$ cat src/hw/me_pkg.sv
/*
 * Datapath geometry for the block-matching engine.
 * Pixel, block and window types shared by the buffers, the SAD array and the top level.
 */
`default_nettype none

package me_pkg;

    localparam int PIX_W        = 8;
    localparam int BLK_N        = 4;
    localparam int WIN_N        = 8;
    localparam int PIX_PER_WORD = 4;
    localparam int NUM_CAND     = 16;
    // 16 x 255 = 4080 fits in 12 bits
    localparam int SAD_W        = 12;
    localparam int COORD_W      = 8;
    localparam int RESULT_W     = SAD_W + COORD_W;

    typedef logic [PIX_W-1:0] pixel_t;

    // Pixel k in byte k, lowest byte first
    typedef pixel_t [PIX_PER_WORD-1:0] word_t;

    // Row-major, index = row * side + col
    typedef pixel_t [BLK_N*BLK_N-1:0] block_t;
    typedef pixel_t [WIN_N*WIN_N-1:0] window_t;

    typedef logic [SAD_W-1:0] sad_t;

    // dy in the upper nibble, dx in the lower nibble
    typedef logic [COORD_W-1:0] coord_t;

endpackage

`default_nettype wire

$ cat src/hw/window_buffer.sv
/*
 * Search-window store. Two words make one 8-pixel row, lower half first.
 * The window is kept until the next frame writes over it.
 */
`timescale 1ns/1ns
`default_nettype none

module window_buffer import me_pkg::*; (
    input  wire        clk,
    input  wire        rst,
    input  wire        we,
    input  wire  [3:0] word_idx,
    input  word_t      wdata,
    output window_t    win
);

    logic [2:0] row;
    logic       half;
    logic [5:0] pix_base;

    assign row  = word_idx[3:1];
    assign half = word_idx[0];

    // row * 8 + half * 4
    assign pix_base = {row, half, 2'b00};

    always_ff @(posedge clk) begin
        if (rst) begin
            win <= '0;
        end else if (we) begin
            win[pix_base +: PIX_PER_WORD] <= wdata;
        end
    end

endmodule

`default_nettype wire

$ cat config.mk
export PLATFORM = sky130hd
export DESIGN_NAME = window_buffer
export DESIGN_NICKNAME = d
export VERILOG_FILES = /design/src/hw/me_pkg.sv /design/src/hw/window_buffer.sv
export SDC_FILE = /design/constraint.sdc
export NUM_CORES = 1
export LEC_CHECK = 0
export ABC_CLOCK_PERIOD_IN_PS = 4400
export BUFFER_PORTS_ARGS = -buffer_cell sky130_fd_sc_hd__buf_2
export CAP_MARGIN = 20
export CORE_ASPECT_RATIO = 0.8
export CORE_MARGIN = 8
export CORE_UTILIZATION = 50
export DETAILED_ROUTE_END_ITERATION = 16
export HOLD_SLACK_MARGIN = 0.08
export PLACE_DENSITY = 0.76
export SYNTH_ARGS = -nofsm -noshare
export SYNTH_HDL_FRONTEND = slang
export SYNTH_SLANG_ARGS = --single-unit
export TNS_END_PERCENT = 1
$ cat constraint.sdc
create_clock -name clk -period 4.4 [get_ports clk]
set_clock_uncertainty 0.1 [all_clocks]
set_input_delay 0.66 -clock clk [delete_from_list [all_inputs] [get_ports clk]]
set_output_delay 0.66 -clock clk [all_outputs]
set_load 0.01 [all_outputs]
==> impl_metrics.toml <==
[clock_tree]
post_cts_buffers = 0
tritoncts = "done"
hold_buffers = 0
cts-buffers-inserted = 48
htreeDepth = 2
cts_buffer_depth = 3
cts_resized = 0
path_clk_slew_ns = 0.06
clkLatencyLatePin_ns = 0.57
cts.sinks = 512
cts-root-buf = "clkbuf_16"

[synthesis]
yosysTopAreaCell = "dfxtp_1"
synth_edf_count = 0
syn_nets = 2295
ys_seq_area_frac = 0.547
syn_avg_cell_area_um2 = 8.32
yosys_warnings = 0
synthCells = 2253
synth_top_cells_by_area = "dfxtp_1 55%, nand2_1 12%, a21oi_1 6.9%, nand3b_1 5.1%, o21ai_0 4.9%"
synth_top_area_share = 0.547
ys.flop_type = "dfxtp_1"
synth.distinct_cells = 42
synth_area_um2 = 18700
post-synth-top-count-cell = "nand2_1"
synth_common_cells = "604 x nand2_1, 512 x dfxtp_1, 258 x a21oi_1, 185 x o21ai_0, 172 x clkbuf_1"
synth_seq_cells = 512
synthArstFlopShare = 0

[timing]
max_freq_ghz = 0.331
setup_viol = 0
period_share = 0.687
rsz0062_at_grt = "no"
setup_tns_ns = 0
period_minus_slack_ns = 3.02
drv_slew = 0
setup_ws_ns = 1.38
hold_viol = 0
tightest_slew_ns = 1.44
slew_headroom = 0.0376

[route]
finalWirelength_um = 77000
drt-initial-drc-count = 2171
route.detailed.drc = 0
drt_first_pass_iters = 6
route.vias.total = 18441
ant_nets = 0
vias_per_cell = 5.78
wl_per_cell_um = 24.1

[min_path]
hold_path.startpoint = "win[391]"
hp-class = "reg -> reg"
holdPathStages = 2

[final_layout]
layout.nets = 2710
largest_reg_flops = 512
top_regs = "win x512"
fin_cells = 3191
drive_gt1_frac = 0.250
regMostFlops = "win"
syn_to_final_growth_pct = 23.3
fillCellCount = 3189

[global_route]
antenna_found_initial = 5
grt_pass1_wl_um = 111000
grt_overflow = 0
grt_max_degree = 270
grtUsageTotal = 0.328
grt_pass1_vias = 17258

[setup_path]
cp.arrival_ns = 3.32
cp.required_ns = 4.70
crit_fanout = 64
critical_path.startpoint_type = "input port"
regToRegStartpoint = "win[61]"
reg2reg_depth = 2
path_class = "in -> reg"
r2r_slack_ns = 3.49
startpoint = "word_idx[1]"
end_kind = "flip-flop"

[floorplan]
start_util = 0.507
fp.dieArea_um2 = 44000
core-area_um2 = 37000
die-height_um = 189
die_w_um = 232
rows = 63
boundaryPins = 551

[status]
status = "finished clean"

[place]
place_hpwl_um = 50300
routabilityCongestion = 0.867
io_buffer_count = 550
dp_cells = 3104
place_ws_ns = 0.849

[flow_run]
maxCapViolCount = 0

[pwr]
total_power_mw = 9.24
ir_drop_v = 0.000342
p_leak_nw = 9.42
cellPowerDensity_nw_per_um2 = 400
-- worst max-delay path, cell delays in order --
cell      delay, ns
buf_2          0.23
inv_1          0.12
ha_1           0.28
nor2_1         0.29
a211oi_2       0.20
or4_2          1.09
nand3b_1       0.30
o21ai_0        0.13
-- final timing paths --
kind	end
worst max register to register	win[61]
worst max-delay path	win[115]
worst min-delay path	win[391]
worst min register to register	win[391]
-- cells in the final DEF (no fill, tap or decap), types with 2 or more instances in the layout --
cell type	netlist	routed
nand2b_1	74	74
nand2_2	0	2
nand3b_1	128	128
nor3_2	4	6
ha_1	3	3
mux2i_1	10	10
nor2_2	0	2
o21ai_1	7	7
inv_1	58	58
nor3_4	1	5
nand3_1	94	93
nor2_1	6	4
a21oi_1	258	258
dfxtp_1	512	512
buf_12	0	2
o32ai_1	54	54
nand4_1	2	2
o21ai_0	185	185
clkbuf_16	0	48
and2_1	2	2
a22oi_2	2	2
clkbuf_8	0	11
buf_2	39	549
diode_2	0	3
clkinv_2	0	4
nand2_1	604	602
nor2b_1	4	4
buf_4	1	28
clkbuf_1	172	16
or3_1	6	6
inv_6	0	2
-- power breakdown --
part	total, mW	internal (mW)	switching (mW)
clock network	3.99	2.21	1.78
registers	4.69	4.67	0.0214
logic	0.554	0.130	0.424
total	9.24	7.01	2.23
-- logic make-up (layout without fill, tap and decap cells) --
family                     Yosys count  after routing  share of synthesized area
adders and majority gates            3              3                    0.00200
xor gates and xnor gates             1              1                   0.000467
buffers and inverters              274            722                     0.0577
muxes                               11             11                    0.00608
other                                0              3                          0
and+or+nand+nor                    939            939                      0.236
AOI/OAI and AO/OA                  513            513                      0.150
DFF                                512            512                      0.547
-- metal layers --
layer  GRT usage  part of all wire  vias up
met5           0                 0        -
met4       0.152             0.055        0
met3       0.110              0.12      243
met2       0.514              0.45     1139
met1       0.405              0.38     8743
li1            -                 -     8316
-- through the flow --
stage	hold WS [ns]	cell area, um2	util
after floorplan	0.381	18700	-
after global placement	0.338	21600	0.584
after detailed placement	0.344	21600	0.584
after CTS	0.352	23100	0.624
after global routing	0.365	23100	0.625
final	0.350	23100	0.625
-- area by class of cell --
type	count	area, um2	share of cell area
multi-input cells	1467	7500	0.324
well taps	487	609	0.0264
inverters	58	218	0.00942
repair buffers	581	3040	0.132
diodes	3	7.51	0.000325
flip-flops and latches	512	10200	0.444
clock inverters	8	73.8	0.00319
clock buffers	75	1410	0.0611
No activity file was read; power rests on OpenSTA's default activity.
