===== config.mk =====
export PLATFORM = sky130hd
export DESIGN_NAME = block_buffer
export DESIGN_NICKNAME = d
export VERILOG_FILES = /design/src/hw/me_pkg.sv /design/src/hw/block_buffer.sv
export SDC_FILE = /design/constraint.sdc
export NUM_CORES = 1
export LEC_CHECK = 0
export BUFFER_PORTS_ARGS = -buffer_cell sky130_fd_sc_hd__buf_2
export CORE_MARGIN = 2
export CORE_UTILIZATION = 48
export DETAILED_ROUTE_END_ITERATION = 6
export PLACE_DENSITY = 0.83
export SYNTH_ARGS = -nofsm -noshare
export SYNTH_HDL_FRONTEND = slang
export SYNTH_SLANG_ARGS = --single-unit

===== constraint.sdc =====
create_clock -name clk -period 1.7 [get_ports clk]
set_input_delay 0.34 -clock clk [delete_from_list [all_inputs] [get_ports clk]]
set_output_delay 0.34 -clock clk [all_outputs]
set_load 0.01 [all_outputs]

===== src/hw/me_pkg.sv =====
/*
 * Datapath geometry for the block-matching engine.
 * Pixel, block and window types shared by the buffers, the SAD array and the top level.
 */
`default_nettype none

package me_pkg;

    localparam int PIX_W        = 8;
    localparam int BLK_N        = 4;
    localparam int WIN_N        = 8;
    localparam int PIX_PER_WORD = 4;
    localparam int NUM_CAND     = 16;
    // 16 x 255 = 4080 fits in 12 bits
    localparam int SAD_W        = 12;
    localparam int COORD_W      = 8;
    localparam int RESULT_W     = SAD_W + COORD_W;

    typedef logic [PIX_W-1:0] pixel_t;

    // Pixel k in byte k, lowest byte first
    typedef pixel_t [PIX_PER_WORD-1:0] word_t;

    // Row-major, index = row * side + col
    typedef pixel_t [BLK_N*BLK_N-1:0] block_t;
    typedef pixel_t [WIN_N*WIN_N-1:0] window_t;

    typedef logic [SAD_W-1:0] sad_t;

    // dy in the upper nibble, dx in the lower nibble
    typedef logic [COORD_W-1:0] coord_t;

endpackage

`default_nettype wire


===== src/hw/block_buffer.sv =====
/*
 * Current-block store. Each written word fills one 4-pixel row of the block,
 * which stays in place for the search that follows.
 */
`timescale 1ns/1ns
`default_nettype none

module block_buffer import me_pkg::*; (
    input  wire        clk,
    input  wire        rst,
    input  wire        we,
    input  wire  [3:0] word_idx,
    input  word_t      wdata,
    output block_t     blk
);

    logic [3:0] row_base;

    // Only rows 0 to 3 exist
    assign row_base = {word_idx[1:0], 2'b00};

    always_ff @(posedge clk) begin
        if (rst) begin
            blk <= '0;
        end else if (we) begin
            blk[row_base +: PIX_PER_WORD] <= wdata;
        end
    end

endmodule

`default_nettype wire


==> flow_metrics.env <==
export IMPL_core_area_um2=8640
export IMPL_cp_start_kind="primary input"
export IMPL_antenna_found_initial=0
export IMPL_place_congestion=0.909
export IMPL_crit_buf_inv=4
export IMPL_wl_met3_um=878
export IMPL_via_count=3803
export IMPL_first_pass_iters=4
export IMPL_numPortBuffers=164
export IMPL_cts_resized=0
export IMPL_nFillCells=626
export IMPL_drt_total_wl_mm=12.1
export IMPL_seqCellArea_um2=2560
export IMPL_synth_flop_cell="dfxtp_1"
export IMPL_synthSimpleGateAreaFrac_pct=15.7
export IMPL_relSlewSlack_pct=76.2
export IMPL_syn_to_final_growth_pct=40.5
export IMPL_slowest_delay_ns=0.31
export IMPL_drt_initial_drc_count=142
export IMPL_clock_latency_ns=0.49
export IMPL_crit_chain="buf_2 -> inv_1 -> buf_4 -> ha_1 -> and4bb_2 -> nand3_1 -> buf_4 -> o21ai_0"
export IMPL_multi_input_area_um2=1570
export IMPL_num_io_pins=167
export IMPL_synth_distinct_cells=19
export IMPL_synth_compound_area_share_pct=19.3
export IMPL_powerDensity_nw_per_um2=1210
export IMPL_rsz0062_at_grt="no"
export IMPL_grt_usage_pct=25.9
export IMPL_grt_pass1_wl_mm=19.7
export IMPL_synth_commonest_cells="128 x dfxtp_1, 98 x nand2_1, 96 x o21ai_0"
export IMPL_worst_path_max_fanout=8
export IMPL_wl_met2_mm=5.95
export IMPL_cap_violations=0
export IMPL_hold_buffers=0
export IMPL_diodes=0
export IMPL_clk_path_buf_depth=2
export IMPL_synth_area_leaders="dfxtp_1 60%, o21ai_0 11%, nand2_1 8.7%"
export IMPL_whs_ns=0.0687
export IMPL_clk_pin_slew_ns=0.06
export IMPL_via_per_inst=5.15
export IMPL_drive_gt1_share_pct=41.4
export IMPL_fin_skew_ns=0
export IMPL_synthAdderAreaFrac_pct=1.47
export IMPL_chipWidth_um=98.0
export IMPL_finalSetupViolations=0
export IMPL_synth_warnings=0
export IMPL_outcome="finished, final reports clean"
export IMPL_design_die_area_um2=9610
export IMPL_syn_nets=476
export IMPL_post_cts_buffers=0
export IMPL_required_ns=2.10
export IMPL_row_count=34
export IMPL_netlist_area_um2=4240
export IMPL_synth_largest_area_cell="dfxtp_1"
export IMPL_regMostFlops="blk"
export IMPL_period_share_pct=80.0
export IMPL_cts_root_buf="clkbuf_8"
export IMPL_first_global_vias=3954
export IMPL_clock_sinks=128
export IMPL_highest_layer="met4"
export IMPL_die_y_um=98.0
export IMPL_cpMaxStageDelayCell="and4bb_2"
export IMPL_cp_end_kind="flip-flop"
export IMPL_synth_avg_cell_area_um2=9.82
export IMPL_postSynthCellCount=432
export IMPL_yosysTopAreaCellShare_pct=60.4
export IMPL_top_regs="blk: 128 flops"
export IMPL_critPathArrivalTime_ns=1.76
export IMPL_worst_slew_pin_slew_ns=0.357
export IMPL_min_period_ns=1.36
export IMPL_postLayoutCoreUtil_pct=69.0
export IMPL_synth_mux_area_share_pct=0
export IMPL_overflow=0
export IMPL_ys_ff_latch=128
export IMPL_grt_max_degree=37
export IMPL_largest_register_ffs=128
export IMPL_dp_hpwl_mm=8.57
export IMPL_cpMostUsedCell="buf_4"
export IMPL_met1Wirelength_mm=5.13
export IMPL_async_reset_ff_share_pct=0
export IMPL_post_route_drc_count=0
export IMPL_p_leak_nw=2.81
export IMPL_critical_path_class="in -> reg"
export IMPL_wire_per_inst_um=16.4
export IMPL_seq_area_frac_synth_pct=60.4
export IMPL_drv_slew=0
export IMPL_cts_buffers=17
export IMPL_min_path_type="in -> reg"
export IMPL_fin_nets=662
export IMPL_yosysMostFrequentCell="dfxtp_1"
export IMPL_vdd_drop_max_mv=0.831
export IMPL_start_util_pct=49.1
export IMPL_cts_tree="yes"
export IMPL_synth_xor_area_share_pct=0
export IMPL_synth_top_family_by_area="compound AO/OA/AOI/OAI gates"
export IMPL_synth_edf_count=0
export IMPL_htree_levels=4
export IMPL_fmaxAchievable_ghz=0.735
export IMPL_finalHoldViolations=0
export IMPL_crit_family="buffers and inverters"
export IMPL_ant_nets=0
==> worst paths after layout <==
| check | start | endpoint | slack, ns | cells after the start |
|---|---|---|---|---|
| worst min register to register | blk[41] | blk[41] | 0.45 | 2 |
| worst max-delay path | word_idx[0] | blk[38] | 0.34 | 8 |
| worst min-delay path | wdata[27] | blk[91] | 0.07 | 2 |
| worst max register to register | blk[76] | blk[76] | 1.03 | 1 |
==> cells in the final DEF, fill, tap and decap left out, types with 2 or more instances in the layout <==
| cell type | count |
|---|---|
| buf_2 | 164 |
| dfxtp_1 | 128 |
| nand2_1 | 98 |
| o21ai_0 | 96 |
| nand2b_1 | 32 |
| a22o_2 | 29 |
| buf_4 | 28 |
| clkbuf_16 | 16 |
| ha_1 | 5 |
| clkbuf_8 | 4 |
| bufinv_16 | 4 |
| clkinv_4 | 4 |
| a21oi_2 | 3 |
| a22o_1 | 3 |
| inv_1 | 2 |
| nand3_1 | 2 |
| clkinv_2 | 2 |
==> layer usage <==
layer / vias up / track usage (%)
met4: 0 / 10.8
met5: - / 0
met3: 16 / 8.09
met1: 1785 / 31.1
li1: 1846 / -
met2: 156 / 43.2
==> final cells by class <==
cell class | count | area share (%)
flip-flops and latches | 128 | 43.0
multi-input cells | 276 | 26.3
repair buffers | 193 | 17.6
clock buffers | 20 | 7.64
clock inverters | 12 | 3.04
well taps | 108 | 2.27
inverters | 2 | 0.126
==> power by group <==
part	leakage, nW	switching, W	internal, W
clock	0.311	0.00133	0.00251
combinational	1.47	0.000204	0.000126
sequential	1.03	0.0000129	0.00303
==> kinds of logic after synthesis <==
logic type | count (synthesis)
DFF | 128
adders and majority gates | 5
buffers and inverters | 28
AOI/OAI and AO/OA | 132
and+or+nand+nor | 139
==> through the flow <==
step | TNS (ns) | setup slack [ns] | cell area [µm²] | cells | total power, W
floorplan | 0 | 0.110 | 4240 | 432 | 0.00326
global placement | -2.18 | -0.0777 | 5330 | 707 | 0.00342
detailed placement | -4.25 | -0.145 | 5330 | 707 | 0.00343
CTS | 0 | 0.333 | 5960 | 739 | 0.00725
global route | 0 | 0.284 | 5960 | 739 | 0.00741
finish | 0 | 0.339 | 5960 | 739 | 0.00720
Note: power is estimated with default switching activity, not from simulation.
