==> config.mk <==
export PLATFORM = sky130hd
export DESIGN_NAME = me_ctrl
export DESIGN_NICKNAME = d
export VERILOG_FILES = /design/src/hw/me_ctrl_pkg.sv /design/src/hw/me_ctrl.sv
export SDC_FILE = /design/constraint.sdc
export NUM_CORES = 1
export LEC_CHECK = 0
export ABC_CLOCK_PERIOD_IN_PS = 3000
export BUFFER_PORTS_ARGS = -buffer_cell sky130_fd_sc_hd__buf_2
export CORE_AREA = 8 8 45 47
export CTS_CLUSTER_SIZE = 10
export DETAILED_ROUTE_END_ITERATION = 10
export DIE_AREA = 0 0 53 55
export PLACE_DENSITY = 0.58
export SYNTH_ARGS = -nofsm -noshare
export SYNTH_HDL_FRONTEND = slang
export SYNTH_SLANG_ARGS = --single-unit
==> constraint.sdc <==
create_clock -name clk -period 3 [get_ports clk]
set_clock_uncertainty 0.05 [all_clocks]
set_input_delay 0.6 -clock clk [delete_from_list [all_inputs] [get_ports clk]]
set_output_delay 0.6 -clock clk [all_outputs]
set_load 0.01 [all_outputs]
==> src/hw/me_ctrl_pkg.sv <==
/*
 * Control encodings for the block-matching engine.
 * Holds the controller states and the word counts of one input frame.
 */
`default_nettype none

package me_ctrl_pkg;

    typedef enum logic [2:0] {
        IDLE,
        LOAD_BLOCK,
        LOAD_WINDOW,
        SEARCH,
        SEND
    } ctrl_state_t;

    // Block rows first, then two words per window row
    localparam int BLOCK_WORDS  = 4;
    localparam int WINDOW_WORDS = 16;

endpackage

`default_nettype wire

==> src/hw/me_ctrl.sv <==
/*
 * Frame sequencer. Accepts input words over valid/ready, steers them to the
 * block or window buffer, starts the search and waits for the result to be sent.
 */
`timescale 1ns/1ns
`default_nettype none

module me_ctrl import me_ctrl_pkg::*; (
    input  wire        clk,
    input  wire        rst,
    input  wire        in_valid,
    output logic       in_ready,
    output logic       blk_we,
    output logic       win_we,
    output logic [3:0] word_idx,
    output logic       search_start,
    input  wire        serial_last
);

    ctrl_state_t state;
    ctrl_state_t state_nxt;
    logic        blk_last;
    logic        win_last;

    assign in_ready = (state == LOAD_BLOCK) || (state == LOAD_WINDOW);
    assign blk_we   = (state == LOAD_BLOCK) && in_valid;
    assign win_we   = (state == LOAD_WINDOW) && in_valid;
    assign blk_last = blk_we && (word_idx == 4'(BLOCK_WORDS - 1));
    assign win_last = win_we && (word_idx == 4'(WINDOW_WORDS - 1));

    // SEARCH lasts one cycle, the array takes over from there
    assign search_start = (state == SEARCH);

    always_comb begin
        state_nxt = state;
        case (state)
            IDLE:        state_nxt = LOAD_BLOCK;
            LOAD_BLOCK:  if (blk_last) state_nxt = LOAD_WINDOW;
            LOAD_WINDOW: if (win_last) state_nxt = SEARCH;
            SEARCH:      state_nxt = SEND;
            SEND:        if (serial_last) state_nxt = LOAD_BLOCK;
            default:     state_nxt = IDLE;
        endcase
    end

    always_ff @(posedge clk) begin
        if (rst) begin
            state    <= IDLE;
            word_idx <= '0;
        end else begin
            state <= state_nxt;
            // Word index restarts at each phase change
            if (blk_last || win_last) begin
                word_idx <= '0;
            end else if (blk_we || win_we) begin
                word_idx <= word_idx + 1'b1;
            end
        end
    end

endmodule

`default_nettype wire

==> key figures <==
Outcome
  – Status: finished clean

CTS
  – CTS Buffer Depth: 2
  – # resized after CTS: 0
  – Setup Buffers After CTS: 0
  – Hold buffers post-CTS: 0
  – CTS Buf Count: 3
  – # clock sinks: 7
  – CTS tree: yes
  – CTS Root Cell: clkbuf_4
  – Clock-pin transition on the worst setup and hold timing paths: 50 ps
  – H-tree levels: 1
  – Clk Latency, worst-skew pair: 250 ps

Logic synthesis
  – Mapped Cells: 40
  – Sequential share of the synthesized area: 0.373
  – Ys async rst share: 0
  – Cell Area, Synth: 375 µm²
  – Post-synth cell types: 24
  – Synth Area per Inst: 9.38 µm²
  – Top cells by count, synth: dfxtp_1, nor2_1, a21oi_1
  – Flops & latches, synth: 7
  – Synth area leader: dfxtp_1
  – Synth warn: 0
  – Ranking of synthesized cells by area: dfxtp_1, and4bb_4, nor2_1, xor2_1, a21oi_1
  – Top-count cell post-synth: dfxtp_1
  – Area share of the largest cell type after synthesis: 0.373
  – Post-synth EDFFs: 0
  – Main synth FF type: dfxtp_1
  – Post-Syn Nets: 45

Cells and area
  – Final cell count without fillers: 70
  – Finished Cell Area: 465 µm²
  – Fraction of layout instances using a drive strength above 1: 0.333
  – Area growth syn-to-layout: 24.0%
  – Ant. Diodes: 0
  – NumNets Final: 60

Floorplanning
  – Die area: 2920 µm²
  – Row cnt: 14
  – Num ports: 12
  – Die Width: 53 µm
  – Core region area: 1380 µm²
  – Initial cell density of the core: 0.271
  – Chip Height: 55 µm

Timing
  – Relative slew margins: 0.704
  – Final hold vios: 0
  – Total Neg Setup Slack: 0 ps
  – RSZ-0062 raised after global routing: false
  – Final setup fails: 0
  – Final critical-path required period: 1800 ps
  – Slew Limit Fails: 0
  – PnR worst setup slack: 1200 ps
  – Slew @ Worst Pin: 438 ps
  – Fmax achieved: 0.555 GHz
  – Period utilization: 0.600
  – Hold WS: 447 ps

Setup path
  – Max FO, Critical Path: 8
  – CP Data Required Time: 2350 ps
  – Largest stage delay, worst path: 390 ps
  – RR Endpoint: word_idx[2]$_SDFFE_PP0P_
  – FF-to-FF path depth: 5
  – CP cell instances: and4bb_4, buf_2
  – Startpoint Class: flip-flop
  – Arrival time of the worst setup path: 1150 ps
  – Worst R2R Setup Slack: 1450 ps
  – CP Capture Type: output port
  – Crit path kind: reg -> out
  – Slowest stage cell, crit path: and4bb_4
  – RR Startpoint: word_idx[0]$_SDFFE_PP0P_

Power
  – Sw frac: 0.294
  – Maximum vdd drop: 0.200 mV
  – Sequential Power Share: 0.444
  – Internal: 0.000182 W
  – Clk pwr share: 0.335
  – Combinational power share: 0.220
  – Cell area power density: 554 nW/µm²
  – Leak pwr: 0.199 nW
  – Net Sw Power: 0.0000757 W

Route
  – Total number of vias: 338
  – DRT antenna net count: 0
  – DRT Wirelength: 804 µm
  – Wire per inst: 11.5 µm
  – DRT Pass-1 Iters: 4
  – DR vias/cell: 4.83
  – Drt drc: 0
  – 1st-iter DRT viols: 12

Run
  – MaxCap Viol Count: 0

Min path
  – Hold Path Depth: 2
  – Hold_sp: word_idx[1]$_SDFFE_PP0P_
  – Worst min-delay path category: reg -> reg
  – Hold EP: word_idx[1]$_SDFFE_PP0P_

Global routing
  – GRT Util Overall: 0.0612
  – Busiest grt layer: met2
  – Vias in the first global route: 291
  – Largest net degree at the start of global routing: 9
  – Met2 Usage GRT: 0.0742
  – First-pass GRT wire length: 1.25 mm
  – M1 GR Usage: 0.0699
  – Met3 GRT Util: 0.0348
  – Global route overflow: 0
  – Initial antenna violation count: 0

Place
  – Final HPWL DP: 616 µm
  – Dpl ws: 1240 ps
  – Placed cells: 66
  – Placed Area: 439 µm²
  – GP Congestion: 0.686
  – I/O Buffers: 11
-- worst max path at each step --
stage,from,to,slack (ps),cells after the start
after CTS,state[0]$_SDFFE_PP0P_,win_we,1180,2
after floorplan,in_valid,word_idx[3]$_SDFFE_PP0P_,1480,4
after global placement,in_valid,win_we,1250,3
after global routing,state[0]$_SDFFE_PP0P_,win_we,1150,2
final,state[0]$_SDFFE_PP0P_,win_we,1200,2
after detailed placement,in_valid,win_we,1240,3
-- sequential cells by signal (all words and copies together) (netlist names) --
| signal | cells |
|---|---|
| state | 3 |
| word_idx | 4 |
-- per-layer routing --
metal / vias to the layer above / routed length (µm)
met5: - / 0
met4: 0 / 6
met3: 2 / 83
met2: 13 / 305
met1: 149 / 407
li1: 174 / -
-- worst max-delay path: cells and delay by family, from the launching register on --
family	cells	cell delay (ps)
buf+inv	1	140
flops	1	370
simple gates	1	390
-- power groups by stage --
stage	combinational [W]	sequential, W	clock, W
after floorplan	0.0000445	0.000113	0
after global placement	0.0000577	0.000117	0
after detailed placement	0.0000579	0.000117	0
after CTS	0.0000584	0.000114	0.0000915
after global routing	0.0000643	0.000116	0.0000986
final	0.0000568	0.000115	0.0000865
-- cells in the final DEF (no fill, tap or decap) --
cell,Yosys,routed
and3b_1,1,1
or3_1,1,1
nor4_1,1,1
nor2_2,1,1
nor4bb_1,1,1
a21oi_2,1,1
nand2b_1,1,1
nor3b_1,1,1
nand3_1,1,1
xor2_1,2,2
clkbuf_4,0,3
xnor2_1,1,1
buf_2,0,11
nand4_1,1,1
ha_1,1,1
nor4b_1,1,1
nor2b_1,1,1
o21ai_1,1,1
and4bb_4,2,2
a221o_1,1,1
o21ai_0,2,2
dfxtp_1,7,7
clkbuf_1,0,1
nor2_1,5,5
nand2_1,2,2
a21oi_1,3,3
-- layout make-up --
| type | count | area (µm²) |
|---|---|---|
| clock buffers | 4 | 26.3 |
| fillers | 150 | 918 |
| multi-input cells | 32 | 224 |
| repair buffers | 11 | 55.1 |
| well taps | 16 | 20.0 |
| flip-flops and latches | 7 | 140 |
-- cell families after synthesis --
group | synth area share
AOI/OAI and AO/OA | 0.130
xor gates and xnor gates | 0.0700
adders and majority gates | 0.0333
buffers and inverters | 0.0300
DFF | 0.373
and+or+nand+nor | 0.363
-- metrics by stage --
step	power, W	util
floorplan	0.000158	-
detailed placement	0.000174	0.317
CTS	0.000264	0.336
finish	0.000258	0.336
global placement	0.000175	0.317
global route	0.000279	0.336
No activity file was read; power rests on OpenSTA's default activity.
