===== config.mk =====
export PLATFORM = sky130hd
export DESIGN_NAME = result_serializer
export DESIGN_NICKNAME = d
export VERILOG_FILES = /design/src/hw/me_pkg.sv /design/src/hw/result_serializer.sv
export SDC_FILE = /design/constraint.sdc
export NUM_CORES = 1
export LEC_CHECK = 0
export ABC_CLOCK_PERIOD_IN_PS = 1650
export BUFFER_PORTS_ARGS = -buffer_cell sky130_fd_sc_hd__buf_4
export CAP_MARGIN = 20
export CORE_MARGIN = 4
export CORE_UTILIZATION = 52
export CTS_CLUSTER_DIAMETER = 150
export CTS_CLUSTER_SIZE = 12
export DETAILED_ROUTE_END_ITERATION = 10
export PLACE_DENSITY_LB_ADDON = 0.3
export SLEW_MARGIN = 10
export SYNTH_ARGS = -nofsm -noshare
export SYNTH_HDL_FRONTEND = slang
export SYNTH_SLANG_ARGS = --single-unit
export TNS_END_PERCENT = 30

===== constraint.sdc =====
create_clock -name clk -period 1.65 [get_ports clk]
set_input_delay 0.33 -clock clk [delete_from_list [all_inputs] [get_ports clk]]
set_output_delay 0.33 -clock clk [all_outputs]
set_load 0.005 [all_outputs]

===== src/hw/me_pkg.sv =====
/*
 * Datapath geometry for the block-matching engine.
 * Pixel, block and window types shared by the buffers, the SAD array and the top level.
 */
`default_nettype none

package me_pkg;

    localparam int PIX_W        = 8;
    localparam int BLK_N        = 4;
    localparam int WIN_N        = 8;
    localparam int PIX_PER_WORD = 4;
    localparam int NUM_CAND     = 16;
    // 16 x 255 = 4080 fits in 12 bits
    localparam int SAD_W        = 12;
    localparam int COORD_W      = 8;
    localparam int RESULT_W     = SAD_W + COORD_W;

    typedef logic [PIX_W-1:0] pixel_t;

    // Pixel k in byte k, lowest byte first
    typedef pixel_t [PIX_PER_WORD-1:0] word_t;

    // Row-major, index = row * side + col
    typedef pixel_t [BLK_N*BLK_N-1:0] block_t;
    typedef pixel_t [WIN_N*WIN_N-1:0] window_t;

    typedef logic [SAD_W-1:0] sad_t;

    // dy in the upper nibble, dx in the lower nibble
    typedef logic [COORD_W-1:0] coord_t;

endpackage

`default_nettype wire


===== src/hw/result_serializer.sv =====
/*
 * Serial result port. Loads SAD and coordinate on result_valid and shifts the
 * 20 bits out MSB first, SAD before coordinate, with serial_valid high throughout.
 */
`timescale 1ns/1ns
`default_nettype none

module result_serializer import me_pkg::*; (
    input  wire    clk,
    input  wire    rst,
    input  wire    result_valid,
    input  sad_t   result_sad,
    input  coord_t result_coord,
    output logic   serial_out,
    output logic   serial_valid,
    output logic   serial_last
);

    logic [RESULT_W-1:0]         shreg;
    logic [$clog2(RESULT_W)-1:0] bit_cnt;

    assign serial_out  = shreg[RESULT_W-1];
    assign serial_last = serial_valid && (bit_cnt == RESULT_W - 1);

    always_ff @(posedge clk) begin
        if (rst) begin
            serial_valid <= 1'b0;
            bit_cnt      <= '0;
        end else if (result_valid) begin
            serial_valid <= 1'b1;
            bit_cnt      <= '0;
        end else if (serial_valid) begin
            bit_cnt <= bit_cnt + 1'b1;
            if (serial_last) begin
                serial_valid <= 1'b0;
            end
        end
    end

    always_ff @(posedge clk) begin
        if (result_valid) begin
            shreg <= {result_sad, result_coord};
        end else if (serial_valid) begin
            shreg <= {shreg[RESULT_W-2:0], 1'b0};
        end
    end

endmodule

`default_nettype wire


==> metrics.md <==
| Metric | Value |
|---|---|
| Run status | `complete, no violations` |
| Post-layout minimum cycle time | `approximately 1.5 ns` |
| Share of the synthesized area in the top cell type | `0.522` |
| P per Cell Area | `between 800 and 900 nW/µm²` |
| Sequential share of the synthesized area | `0.627` |
| Layout cell share with drive strength beyond 1 | `0.571` |
| Placer congestion estimate | `0.691` |
| Vias in the first global route | `614` |
| Remaining antenna violation count after routing | `0` |
| Number of synthesized flops with an enable pin | `20` |
| Critical Path End | `serial_last` |
| DR WL/cell | `~15 µm` |
| Total Wirelength | `1850 µm` |
| Number of cells in the design after placement | `121` |
| Residual DRC | `0` |
| Ratio of routed vias to standard cells | `5.33` |
| Post-Syn Instances | `73` |
| Cell at the root of the clock tree | `sky130_fd_sc_hd__clkbuf_4` |
| MaxCap Viol Count | `0` |
| TritonCTS clock tree | `built` |
| Number of warnings reported in the yosys synthesis log | `0` |
| DRC marker count from the first detailed-route iteration | `9` |
| CTS Hold Bufs | `0` |
| Antenna Cells | `0` |
| Final TNS setup | `0 ns` |
| Highest attainable clock frequency | `around 650 MHz` |
| Peak fanout along the critical path | `5` |
| Startpoint-to-endpoint class of the critical path | `register to primary output` |
| Die Footprint | `approximately 3000 µm²` |
| Maximum vdd ir drop | `~0.58 mV` |
| Clock-pin slew reported for the worst setup and hold paths after clock tree synthesis | `0.13 ns` |
| Die extent in y | `55.0 µm` |
| Post-DP HPWL | `1240 µm` |
| Maximum number of pins on one net before global-route repair | `30` |
| Placeable core region | `2020 µm²` |
| Design Power | `1.20 mW` |
| Minimum setup slack among reg-to-reg paths | `between 0.4 and 0.5 ns` |
| Launching point of the worst reg2reg path | `serial_valid` |
| R2R Path End | `shreg[5]` |
| Number of buffers added by the clock tree synthesis step | `3` |
| Filler cell count | `about 150` |
| Remaining Overflow, GRT | `0` |
| Leakage power total | `0.538 nW` |
| Tightest hold margin | `0.218 ns` |
| Starting Density | `0.569` |
| Row Count | `16` |
| Total setup violations reported at the end of the flow | `0` |
| Number of nets at the end of the flow | `123` |
| Layout Skew | `~0.0018 ns` |
| Total count of hold-check failures in the final report | `0` |
| Final period util | `0.938` |
| Worst Tran Pin Value | `0.367 ns` |
| Insertion delay of the later-clocked pin in the worst-skew pair | `0.32 ns` |
| Final instance count without filler cells | `roughly 130` |
| Final-report max-slew violation count | `0` |
| Number of I/O port buffers | `25` |
| Data required time of the critical path | `between 1 and 1.5 ns` |
| Start point of the critical path | `bit_cnt[2]` |
| Worst-case clock buffer depth | `2` |
| Top flip-flop cell by instance count after synthesis | `sky130_fd_sc_hd__edfxtp_1` |
| Type of the worst min-delay path | `input pin to register` |
| Kind of start point of the critical path | `register` |
| Top cell types by occurrence after synthesis | `21 x sky130_fd_sc_hd__mux2_2, 20 x sky130_fd_sc_hd__edfxtp_1, 6 x sky130_fd_sc_hd__dfxtp_1, 4 x sky130_fd_sc_hd__nor3_1, 3 x sky130_fd_sc_hd__nor3b_1` |
| Area of the mapped netlist | `1150 µm²` |
| Number of top-level pins | `26` |
| Number of detailed-routing iterations run before antenna repair | `2` |
| CTS sink count | `26` |
| Worst relative slew slack | `0.755` |
| Worst endpoint data arrival time | `1.22 ns` |
| Area added between synthesis and finish | `20.6%` |
| Element type at the critical path end | `primary output` |
| First-pass GRT wire length | `2690 µm` |
| Synth area leaders | `sky130_fd_sc_hd__edfxtp_1 52%, sky130_fd_sc_hd__mux2_2 21%, sky130_fd_sc_hd__dfxtp_1 10%` |
| Library cell occupying the most area in the post-synthesis netlist | `sky130_fd_sc_hd__edfxtp_1` |
| Unrepaired setup endpoints after global routing | `no` |
| Buffers inserted by post-CTS timing repair | `0` |
| Leading cell type by number of instances after synthesis | `sky130_fd_sc_hd__mux2_2` |
| Die X-Extent | `55.0 µm` |
| Syn avg cell area | `approximately 16 µm²` |
| Mapped Nets | `97` |
| Number of flip-flops and latches in the synthesized netlist | `26` |
| Maximum level of the CTS H-tree | `1` |
| All-Layer GR Usage | `0.132` |
| Via count | `666` |
| Worst r2r path cells | `3` |
| Async S/R FF share, synth | `0` |
| Antenna violations before repair | `0` |
| Yosys cell types | `20` |
cell type report:
| type | instances | area [µm²] | area share |
|---|---|---|---|
| flip-flops and latches | 26 | 722 | 0.521 |
| clock buffers | 3 | 22.5 | 0.0162 |
| well taps | 27 | 33.8 | 0.0244 |
| repair buffers | 26 | 208 | 0.150 |
| multi-input cells | 40 | 389 | 0.281 |
| inverters | 2 | 7.51 | 0.00542 |
| clock inverters | 1 | 3.75 | 0.00271 |
state kept, by name (all words and copies together) (netlist names):
signal        cells
bit_cnt           5
serial_valid      1
shreg            20
metrics by stage:
stage / setup slack [ns] / utilization / cell area [µm²]
final: 0.102 / 0.686 / 1390
after global routing: 0.00760 / 0.686 / 1390
after CTS: 0.0218 / 0.681 / 1380
after detailed placement: 0.355 / 0.668 / 1350
after global placement: 0.370 / 0.668 / 1350
after floorplan: 0.253 / - / 1150
worst min path at each step:
stage                           from            to  slack, ns  cells after the start
final                            rst  serial_valid       0.22                      2
after global routing             rst  serial_valid       0.21                      2
after CTS                        rst  serial_valid       0.21                      2
after detailed placement    shreg[0]      shreg[1]       0.54                      1
after global placement      shreg[3]      shreg[4]       0.53                      1
after floorplan           bit_cnt[1]    bit_cnt[1]       0.51                      2
logic make-up (layout without fill, tap and decap cells):
logic type	after synthesis	after routing	synth area share
flip-flops	26	26	0.627
adder cells (fa/ha/maj)	1	1	0.0109
multiplexers	22	22	0.214
buffers and inverters	7	32	0.0414
AND/OR/NAND/NOR	13	13	0.0707
AO/OA/AOI/OAI	3	3	0.0283
XOR/XNOR	1	1	0.00762
per-layer routing:
layer	global-route usage	up-vias	part of all wire
met1	0.168	314	0.42
li1	-	326	-
met3	0.0268	7	0.059
met2	0.199	19	0.48
met5	0	-	0
met4	0.0972	0	0.034
what timing repair did:
| item | 4_1_cts | 5_1_grt |
|---|---|---|
| resized for setup | 0 | 3 |
| endpoints found under the setup margin | 0 | 1 |
| hold endpoints to repair | 0 | 0 |
layout by cell type, fill, tap and decap left out:
| cell type | synthesis | routed |
|---|---|---|
| sky130_fd_sc_hd__buf_4 | 1 | 25 |
| sky130_fd_sc_hd__mux2_2 | 21 | 21 |
| sky130_fd_sc_hd__edfxtp_1 | 20 | 20 |
| sky130_fd_sc_hd__dfxtp_1 | 6 | 5 |
| sky130_fd_sc_hd__nor3_1 | 4 | 4 |
| sky130_fd_sc_hd__clkbuf_4 | 0 | 3 |
| sky130_fd_sc_hd__inv_1 | 2 | 2 |
| sky130_fd_sc_hd__nor3b_1 | 3 | 2 |
| sky130_fd_sc_hd__nand4_1 | 2 | 2 |
| sky130_fd_sc_hd__nor3b_2 | 0 | 1 |
| sky130_fd_sc_hd__and3_1 | 1 | 1 |
| sky130_fd_sc_hd__nor2_2 | 1 | 1 |
| sky130_fd_sc_hd__mux2i_1 | 1 | 1 |
| sky130_fd_sc_hd__xnor2_1 | 1 | 1 |
| sky130_fd_sc_hd__a311oi_2 | 1 | 1 |
| sky130_fd_sc_hd__and2_1 | 1 | 1 |
| sky130_fd_sc_hd__a21bo_2 | 1 | 1 |
| sky130_fd_sc_hd__nand3b_1 | 1 | 1 |
| sky130_fd_sc_hd__a211oi_1 | 1 | 1 |
| sky130_fd_sc_hd__ha_2 | 0 | 1 |
| sky130_fd_sc_hd__dfxtp_2 | 0 | 1 |
| sky130_fd_sc_hd__clkinv_1 | 0 | 1 |
| sky130_fd_sc_hd__buf_12 | 0 | 1 |
worst max-delay path, cell delays in order, from the launching register on:
cell	delay (ns)
sky130_fd_sc_hd__dfxtp_1	0.38
sky130_fd_sc_hd__nor3b_2	0.24
sky130_fd_sc_hd__and3_1	0.18
sky130_fd_sc_hd__buf_4	0.10
where the power goes:
| group | internal (mW) | switching, mW | leakage, nW |
|---|---|---|---|
| Sequential | 0.772 | 0.0200 | 0.251 |
| Clock | 0.0886 | 0.180 | 0.0154 |
| Combinational | 0.0916 | 0.0516 | 0.271 |
Note: power is estimated with default switching activity, not from simulation.
